## config.mk

```make
export PLATFORM = sky130hd
export DESIGN_NAME = dm_subsystem
export DESIGN_NICKNAME = d
export VERILOG_FILES = /design/src/dm_pkg.sv /design/src/dmi_cut.sv /design/src/dmi_fsm.sv /design/src/dm_regs.sv /design/src/debug_holdoff.sv /design/src/dm_subsystem.sv
export SDC_FILE = /design/constraint.sdc
export NUM_CORES = 1
export LEC_CHECK = 0
export BUFFER_PORTS_ARGS = -buffer_cell sky130_fd_sc_hd__buf_4
export CORE_AREA = 2 2 143 145
export DETAILED_ROUTE_END_ITERATION = 10
export DIE_AREA = 0 0 145 147
export PLACE_DENSITY_LB_ADDON = 0.1
export SETUP_SLACK_MARGIN = 0.1
export SLEW_MARGIN = 40
export SYNTH_ARGS = -nofsm -noshare
export SYNTH_HDL_FRONTEND = slang
export SYNTH_SLANG_ARGS = --single-unit
```

## constraint.sdc

```tcl
create_clock -name clk_i -period 4.57 [get_ports clk_i]
set_clock_uncertainty 0.1 [all_clocks]
set_input_delay 0.2285 -clock clk_i [delete_from_list [all_inputs] [get_ports clk_i]]
set_output_delay 0.2285 -clock clk_i [all_outputs]
set_load 0.02 [all_outputs]
```

## src/dm_pkg.sv

```systemverilog
// DMI widths, request/response types, op and response codes, register map, status value
package dm_pkg;

  // ----------------------------------------
  // widths
  // ----------------------------------------
  localparam int unsigned DmiAddrWidth = 7;
  localparam int unsigned DmiDataWidth = 32;

  // ----------------------------------------
  // request op and response code
  // ----------------------------------------
  typedef enum logic [1:0] {
    DmiNop      = 2'h0,
    DmiRead     = 2'h1,
    DmiWrite    = 2'h2,
    DmiReserved = 2'h3  // answered with failed
  } dmi_op_e;

  typedef enum logic [1:0] {
    DmiRespOk     = 2'h0,
    DmiRespFailed = 2'h2
  } dmi_resp_e;

  // host to debug module, 41 bits
  typedef struct packed {
    logic [DmiAddrWidth-1:0] addr;
    dmi_op_e                 op;
    logic [DmiDataWidth-1:0] data;
  } dmi_req_t;

  // debug module to host, 34 bits
  typedef struct packed {
    logic [DmiDataWidth-1:0] data;
    dmi_resp_e               resp;
  } dmi_resp_t;

  // ----------------------------------------
  // register map
  // ----------------------------------------
  localparam logic [DmiAddrWidth-1:0] AddrData0     = 7'h04;
  localparam logic [DmiAddrWidth-1:0] AddrDmControl = 7'h10;
  localparam logic [DmiAddrWidth-1:0] AddrDmStatus  = 7'h11;

  // stored bits of dmcontrol
  localparam int unsigned DmControlActiveBit   = 0;
  localparam int unsigned DmControlNdmresetBit = 1;
  localparam int unsigned DmControlHaltreqBit  = 31;

  // dmstatus is constant here: version 2, authenticated
  localparam logic [DmiDataWidth-1:0] DmStatusValue = 32'h0000_0082;

endpackage

```

## src/dmi_cut.sv

```systemverilog
// one-stage valid/ready register slice with a generic payload type
module dmi_cut
  import dm_pkg::*;
#(
  parameter type payload_t = dmi_req_t
) (
  input  logic     clk_i,
  input  logic     ndmreset_n,
  // upstream side
  input  logic     valid_i,
  output logic     ready_o,
  input  payload_t data_i,
  // downstream side
  output logic     valid_o,
  input  logic     ready_i,
  output payload_t data_o
);

  logic     full_q;
  payload_t data_q;
  logic     load;

  // accept when empty or when the held item leaves this cycle
  assign ready_o = ~full_q | ready_i;
  assign load    = valid_i & ready_o;

  always_ff @(posedge clk_i or negedge ndmreset_n) begin : p_full
    if (!ndmreset_n) begin
      full_q <= 1'b0;
    end else if (load) begin
      full_q <= 1'b1;
    end else if (ready_i) begin
      full_q <= 1'b0;  // drained, nothing new
    end
  end

  always_ff @(posedge clk_i) begin : p_data
    if (load) begin
      data_q <= data_i;
    end
  end

  assign valid_o = full_q;
  assign data_o  = data_q;

endmodule

```

## src/dmi_fsm.sv

```systemverilog
// DMI request handler FSM: accepts one request, strobes the registers, returns a response
module dmi_fsm
  import dm_pkg::*;
(
  input  logic                    clk_i,
  input  logic                    ndmreset_n,
  // request in
  input  logic                    req_valid_i,
  output logic                    req_ready_o,
  input  dmi_req_t                req_i,
  // response out
  output logic                    resp_valid_o,
  input  logic                    resp_ready_i,
  output dmi_resp_t               resp_o,
  // register strobe
  output logic                    reg_en_o,
  output logic                    reg_we_o,
  output logic [DmiAddrWidth-1:0] reg_addr_o,
  output logic [DmiDataWidth-1:0] reg_wdata_o,
  input  logic [DmiDataWidth-1:0] reg_rdata_i
);

  typedef enum logic [1:0] {
    IDLE,
    EXEC,
    RESP
  } state_e;

  state_e    state_d, state_q;
  dmi_req_t  req_q;
  dmi_resp_t resp_d, resp_q;
  logic      is_access;

  // only reads and writes touch the register file
  assign is_access = (req_q.op == DmiRead) || (req_q.op == DmiWrite);

  assign req_ready_o  = (state_q == IDLE);
  assign resp_valid_o = (state_q == RESP);
  assign resp_o       = resp_q;

  assign reg_en_o    = (state_q == EXEC) & is_access;
  assign reg_we_o    = (state_q == EXEC) & (req_q.op == DmiWrite);
  assign reg_addr_o  = req_q.addr;
  assign reg_wdata_o = req_q.data;

  // ----------------------------------------
  // next state and response decode
  // ----------------------------------------
  always_comb begin : p_next
    state_d = state_q;
    unique case (state_q)
      IDLE: if (req_valid_i) state_d = EXEC;
      EXEC: state_d = RESP;  // single cycle
      RESP: if (resp_ready_i) state_d = IDLE;
      default: state_d = IDLE;
    endcase
  end

  always_comb begin : p_resp
    resp_d.data = '0;
    resp_d.resp = DmiRespOk;
    if (req_q.op == DmiRead) begin
      resp_d.data = reg_rdata_i;
    end else if (req_q.op == DmiReserved) begin
      resp_d.resp = DmiRespFailed;
    end
  end

  always_ff @(posedge clk_i or negedge ndmreset_n) begin : p_state
    if (!ndmreset_n) begin
      state_q <= IDLE;
    end else begin
      state_q <= state_d;
    end
  end

  always_ff @(posedge clk_i) begin : p_payload
    if (state_q == IDLE && req_valid_i) begin
      req_q <= req_i;  // latch on transfer
    end
    if (state_q == EXEC) begin
      resp_q <= resp_d;
    end
  end

endmodule

```

## src/dm_regs.sv

```systemverilog
// debug register file: data0, dmcontrol and dmstatus with halt and reset request outputs
module dm_regs
  import dm_pkg::*;
(
  input  logic                    clk_i,
  input  logic                    ndmreset_n,
  input  logic                    reg_en_i,
  input  logic                    reg_we_i,
  input  logic [DmiAddrWidth-1:0] reg_addr_i,
  input  logic [DmiDataWidth-1:0] reg_wdata_i,
  output logic [DmiDataWidth-1:0] reg_rdata_o,
  output logic                    haltreq_o,
  output logic                    dm_rst_o
);

  logic [DmiDataWidth-1:0] data0_q;
  logic                    dmactive_q;
  logic                    ndmreset_q;
  logic                    haltreq_q;
  logic                    wr_en;
  logic                    wr_active;

  assign wr_en     = reg_en_i & reg_we_i;
  assign wr_active = reg_wdata_i[DmControlActiveBit];

  // ----------------------------------------
  // write side
  // ----------------------------------------
  always_ff @(posedge clk_i or negedge ndmreset_n) begin : p_regs
    if (!ndmreset_n) begin
      data0_q    <= '0;
      dmactive_q <= 1'b0;
      ndmreset_q <= 1'b0;
      haltreq_q  <= 1'b0;
    end else if (wr_en) begin
      if (reg_addr_i == AddrData0) begin
        data0_q <= reg_wdata_i;
      end else if (reg_addr_i == AddrDmControl) begin
        dmactive_q <= wr_active;
        // request bits only stick while the module is active
        ndmreset_q <= wr_active & reg_wdata_i[DmControlNdmresetBit];
        haltreq_q  <= wr_active & reg_wdata_i[DmControlHaltreqBit];
      end
    end
  end

  // ----------------------------------------
  // read side, same cycle
  // ----------------------------------------
  always_comb begin : p_read
    reg_rdata_o = '0;
    unique case (reg_addr_i)
      AddrData0: reg_rdata_o = data0_q;
      AddrDmControl: begin
        reg_rdata_o[DmControlActiveBit]   = dmactive_q;
        reg_rdata_o[DmControlNdmresetBit] = ndmreset_q;
        reg_rdata_o[DmControlHaltreqBit]  = haltreq_q;
      end
      AddrDmStatus: reg_rdata_o = DmStatusValue;
      default: reg_rdata_o = '0;  // unmapped
    endcase
  end

  assign haltreq_o = haltreq_q & dmactive_q;
  assign dm_rst_o  = ndmreset_q;

endmodule

```

## src/debug_holdoff.sv

```systemverilog
// post-reset hold-off counter that gates the halt request to the core
module debug_holdoff
  import dm_pkg::*;
#(
  parameter int unsigned HoldoffCycles = 500
) (
  input  logic clk_i,
  input  logic ndmreset_n,
  input  logic haltreq_i,
  output logic debug_req_o
);

  // wide enough to hold HoldoffCycles itself
  localparam int unsigned CntWidth = (HoldoffCycles > 0) ? $clog2(HoldoffCycles + 1) : 1;

  logic [CntWidth-1:0] cnt_q;
  logic                cnt_zero;

  assign cnt_zero = (cnt_q == '0);

  // lets boot code run before a halt can hit the core
  always_ff @(posedge clk_i or negedge ndmreset_n) begin : p_cnt
    if (!ndmreset_n) begin
      cnt_q <= CntWidth'(HoldoffCycles);
    end else if (!cnt_zero) begin
      cnt_q <= cnt_q - 1'b1;
    end
  end

  assign debug_req_o = cnt_zero & haltreq_i;  // blocked during hold-off

endmodule

```

## src/dm_subsystem.sv

```systemverilog
// debug subsystem top: request/response cuts, DMI FSM, debug registers and halt hold-off
module dm_subsystem
  import dm_pkg::*;
#(
  parameter int unsigned HoldoffCycles = 500
) (
  input  logic      clk_i,
  input  logic      ndmreset_n,
  // DMI request channel
  input  logic      dmi_req_valid_i,
  output logic      dmi_req_ready_o,
  input  dmi_req_t  dmi_req_i,
  // DMI response channel
  output logic      dmi_resp_valid_o,
  input  logic      dmi_resp_ready_i,
  output dmi_resp_t dmi_resp_o,
  // to the core and the rest of the system
  output logic      debug_req_o,
  output logic      dm_rst_o
);

  logic                    req_cut_valid;
  logic                    req_cut_ready;
  dmi_req_t                req_cut_data;
  logic                    fsm_resp_valid;
  logic                    fsm_resp_ready;
  dmi_resp_t               fsm_resp;
  logic                    reg_en;
  logic                    reg_we;
  logic [DmiAddrWidth-1:0] reg_addr;
  logic [DmiDataWidth-1:0] reg_wdata;
  logic [DmiDataWidth-1:0] reg_rdata;
  logic                    haltreq;

  // ----------------------------------------
  // request path
  // ----------------------------------------
  dmi_cut #(
    .payload_t ( dmi_req_t )
  ) i_req_cut (
    .clk_i      ( clk_i           ),
    .ndmreset_n ( ndmreset_n      ),
    .valid_i    ( dmi_req_valid_i ),
    .ready_o    ( dmi_req_ready_o ),
    .data_i     ( dmi_req_i       ),
    .valid_o    ( req_cut_valid   ),
    .ready_i    ( req_cut_ready   ),
    .data_o     ( req_cut_data    )
  );

  dmi_fsm i_dmi_fsm (
    .clk_i        ( clk_i          ),
    .ndmreset_n   ( ndmreset_n     ),
    .req_valid_i  ( req_cut_valid  ),
    .req_ready_o  ( req_cut_ready  ),
    .req_i        ( req_cut_data   ),
    .resp_valid_o ( fsm_resp_valid ),
    .resp_ready_i ( fsm_resp_ready ),
    .resp_o       ( fsm_resp       ),
    .reg_en_o     ( reg_en         ),
    .reg_we_o     ( reg_we         ),
    .reg_addr_o   ( reg_addr       ),
    .reg_wdata_o  ( reg_wdata      ),
    .reg_rdata_i  ( reg_rdata      )
  );

  dm_regs i_dm_regs (
    .clk_i       ( clk_i      ),
    .ndmreset_n  ( ndmreset_n ),
    .reg_en_i    ( reg_en     ),
    .reg_we_i    ( reg_we     ),
    .reg_addr_i  ( reg_addr   ),
    .reg_wdata_i ( reg_wdata  ),
    .reg_rdata_o ( reg_rdata  ),
    .haltreq_o   ( haltreq    ),
    .dm_rst_o    ( dm_rst_o   )
  );

  // ----------------------------------------
  // response path
  // ----------------------------------------
  dmi_cut #(
    .payload_t ( dmi_resp_t )
  ) i_resp_cut (
    .clk_i      ( clk_i            ),
    .ndmreset_n ( ndmreset_n       ),
    .valid_i    ( fsm_resp_valid   ),
    .ready_o    ( fsm_resp_ready   ),
    .data_i     ( fsm_resp         ),
    .valid_o    ( dmi_resp_valid_o ),
    .ready_i    ( dmi_resp_ready_i ),
    .data_o     ( dmi_resp_o       )
  );

  debug_holdoff #(
    .HoldoffCycles ( HoldoffCycles )
  ) i_debug_holdoff (
    .clk_i       ( clk_i       ),
    .ndmreset_n  ( ndmreset_n  ),
    .haltreq_i   ( haltreq     ),
    .debug_req_o ( debug_req_o )  // gated halt to the core
  );

endmodule

```

==> flow_summary.toml <==
[run_status]
status = "finished clean"

[cts]
cts.htree.levels = 4
cts_resized = 0
cts_max_path_buffers = 2
cts_tree = "done"
cts_sinks = 196
cts-root-buf = "clkbuf_16"
path_clk_slew_ps = 70
insertion_delay_ps = 420
cts_made_buffers = 17

[yosys]
synth_area_sq_mm = 0.00685
synth-edff-count = 148
ys_seq_elements = 196
syn_nets = 379
ys_types = 37
avgSynthCellArea_sq_um = 20.8
dominantRegCellSynth = "edfxtp_1"
ys_async_sr_fraction_pct = 24.5
synth_common_cells = "148 x edfxtp_1, 42 x dfrtp_1, 30 x mux2_4"
synth_top_area_cell = "edfxtp_1"
synth.most_common_cell = "edfxtp_1"
synthCells = 330
ys_warn_count = 0
synthTopCellsByArea = "edfxtp_1 65%, dfrtp_1 15%, mux2_4 6.6%, and3_1 2.6%, dfstp_2 2.3%"
yosysTopAreaCellShare_pct = 64.9
synth-seq-area-share_pct = 82.5

[critical_path]
path_delay_family = "simple AND/OR/NAND/NOR gates"
crit_path_top_delay_cell = "or4_1"
arrival_ps = 2330
critPathMaxStageDelay_ps = 630
path_cells = "or4_1, nor4_4, and3_1, buf_4"
path_buf_inv = 1
critical_path_class = "reg -> out"
start_kind = "flip-flop"
worst_ep_required_time_ps = 4240
critPathMaxFanout = 9
end_kind = "primary output"

[pwr]
pwr-share-clk_pct = 31.5
intPower_mw = 3.55
p_comb_share_pct = 14.0
netSwitchingFraction_pct = 25.6
p_per_area_mw_per_mm2 = 539
p_leak_nw = 3.68
power_switching_mw = 1.22
power_mw = 4.77
p_seq_share_pct = 54.5
ir_worst_vdd_v = 0.000292

[route]
totalWireLength_microns = 10300
viasPerCell = 4.20
first_iter_violations = 142
drt_first_pass_iters = 4
drtAntennaViolNets = 0
vias = 3147
remaining_drc_errors = 0
routedWlPerCell_microns = 13.8

[sta]
tns_ps = 0
worst_pin_slew_ps = 621
period_needed_ps = 2660
maxSlewHeadroom_pct = 58.6
fmax_mhz = 376
hold_viol_final = 0
period_share_pct = 58.2
finalSetupViolations = 0
holdWs_ps = 58.9
rsz0062_at_grt = "false"
slew_viol_final = 0

[hold_path]
hp-class = "in -> reg"

[die]
dieArea_sq_mm = 0.0213
die_w_microns = 145
core_sq_mm = 0.0198
rows = 52
initial_core_util_pct = 34.5
die_h_microns = 147
io_pins = 83

[placement]
dp_hpwl_microns = 6530
place_congestion = 0.704
io_buffer_count = 81
place_area_sq_mm = 0.00781

[cells_and_area]
area_growth_pct = 29.1
fin_nets = 516
layout-drive-gt1-share_pct = 34.4
stdcell_area_sq_mm = 0.00884
diodes = 0

[grt]
antenna_found_initial = 0
grt_pass1_vias = 3243
grt_overflow = 0
track_usage_pct = 10.4
grt_pass1_wl_microns = 16700
grt_max_degree = 49

[job]
max_cap_viol_count = 0
-- flip-flops by register name, indices dropped and copies added (netlist names), 2 cells and up --
name,cells
i_dmi_fsm.state_q,2
i_dmi_fsm.req_q,2
i_dmi_fsm.reg_addr_o,7
i_resp_cut.data_o,33
i_req_cut.data_o,41
i_dm_regs.data0_q,32
i_debug_holdoff.cnt_q,9
i_dmi_fsm.resp_o,33
i_dmi_fsm.reg_wdata_o,32
-- placed cells by master, fill, tap and decap left out, types with 2 or more instances in the layout --
cell | Yosys | final
nor3_1 | 3 | 3
dlygate4sd3_1 | 0 | 43
nor2b_4 | 0 | 2
o21ai_0 | 3 | 3
buf_4 | 1 | 84
clkinvlp_4 | 0 | 3
a22oi_1 | 3 | 3
nor2_1 | 3 | 3
clkinv_2 | 0 | 2
nand2b_1 | 6 | 6
ha_1 | 4 | 3
a21o_1 | 2 | 2
and4_1 | 2 | 2
edfxtp_1 | 148 | 148
inv_8 | 0 | 4
dfrtp_1 | 42 | 42
inv_6 | 0 | 3
inv_1 | 4 | 4
clkbuf_16 | 0 | 17
mux2_2 | 3 | 3
nand2_1 | 2 | 2
and3_1 | 29 | 29
bufinv_16 | 0 | 2
mux2_4 | 30 | 30
or4_1 | 3 | 3
nor2b_1 | 6 | 4
xor2_1 | 4 | 4
xnor2_1 | 2 | 2
dfstp_2 | 6 | 6
-- metal layers --
metal / track usage [%] / vias up / routed length (microns)
met2: 18.4 / 69 / 5470
met1: 11.4 / 1534 / 4200
met3: 3.73 / 16 / 488
li1: - / 1528 / -
met5: 0 / - / 0
met4: 4.31 / 0 / 171
-- what timing repair did --
item	CTS	global route
setup buffers	0	0
endpoints found under the hold margin	84	0
hold buffers	43	0
-- final timing paths --
check | start | to | slack [ps] | cells past startpoint
worst max register to register | i_dmi_fsm.reg_addr_o[1]$_DFFE_PP_ | i_dm_regs.data0_q[16]$_DFFE_PN0P_ | 2010 | 5
worst min-delay path | dmi_resp_ready_i | i_resp_cut.valid_o$_DFFE_PN0P_ | 60 | 3
max in group asynchronous | ndmreset_n | i_dm_regs.data0_q[7]$_DFFE_PN0P_ | 3680 | 2
worst max-delay path | i_debug_holdoff.cnt_q[3]$_DFFE_PN0P_ | debug_req_o | 1910 | 4
worst min register to register | i_req_cut.data_o[1]$_DFFE_PP_ | i_dmi_fsm.reg_wdata_o[1]$_DFFE_PP_ | 320 | 0
min in group asynchronous | ndmreset_n | i_dm_regs.data0_q[22]$_DFFE_PN0P_ | 260 | 2
-- per-stage QoR --
stage / setup WS [ps] / utilization, % / std cells
2_1_floorplan: 514 / - / 330
3_3_place_gp: 2050 / 39.2 / 674
3_5_place_dp: 1990 / 39.3 / 675
4_1_cts: 1870 / 44.6 / 750
5_1_grt: 1770 / 44.6 / 750
6_report: 1910 / 44.6 / 750
-- area by class of cell --
class	count	area [sq um]
clock buffer	18	439
clock inverter	14	164
fill	1742	11000
inverter	4	15.0
multi-input combinational	120	1140
sequential	196	5650
tap	270	338
timing repair buffer	128	1090
-- power groups by stage --
stage                     logic [mW]  registers (mW)  clock network, mW
after floorplan                0.254            2.71                  0
after global routing           0.722            2.64               1.64
after global placement         0.621            2.63                  0
after CTS                      0.686            2.61               1.56
final                          0.665            2.60               1.50
after detailed placement       0.655            2.64                  0
-- cells by family after synthesis --
family,count (synthesis),share of synthesized area [%]
flip-flops,196,82.5
AND/OR/NAND/NOR,64,6.45
multiplexers,34,7.21
buffers and inverters,14,1.15
AO/OA/AOI/OAI,11,1.11
XOR/XNOR,6,0.767
adder cells (fa/ha/maj),4,0.731
other,1,0.0547
-- worst reg2reg max path, delay by kind of cell (launching register included) --
| family | cells | cell delay [ps] |
|---|---|---|
| AND/OR/NAND/NOR | 3 | 1200 |
| multiplexers | 1 | 440 |
| flip-flops | 1 | 360 |
| buffers and inverters | 1 | 340 |
Power figures use the tool's default switching activity.
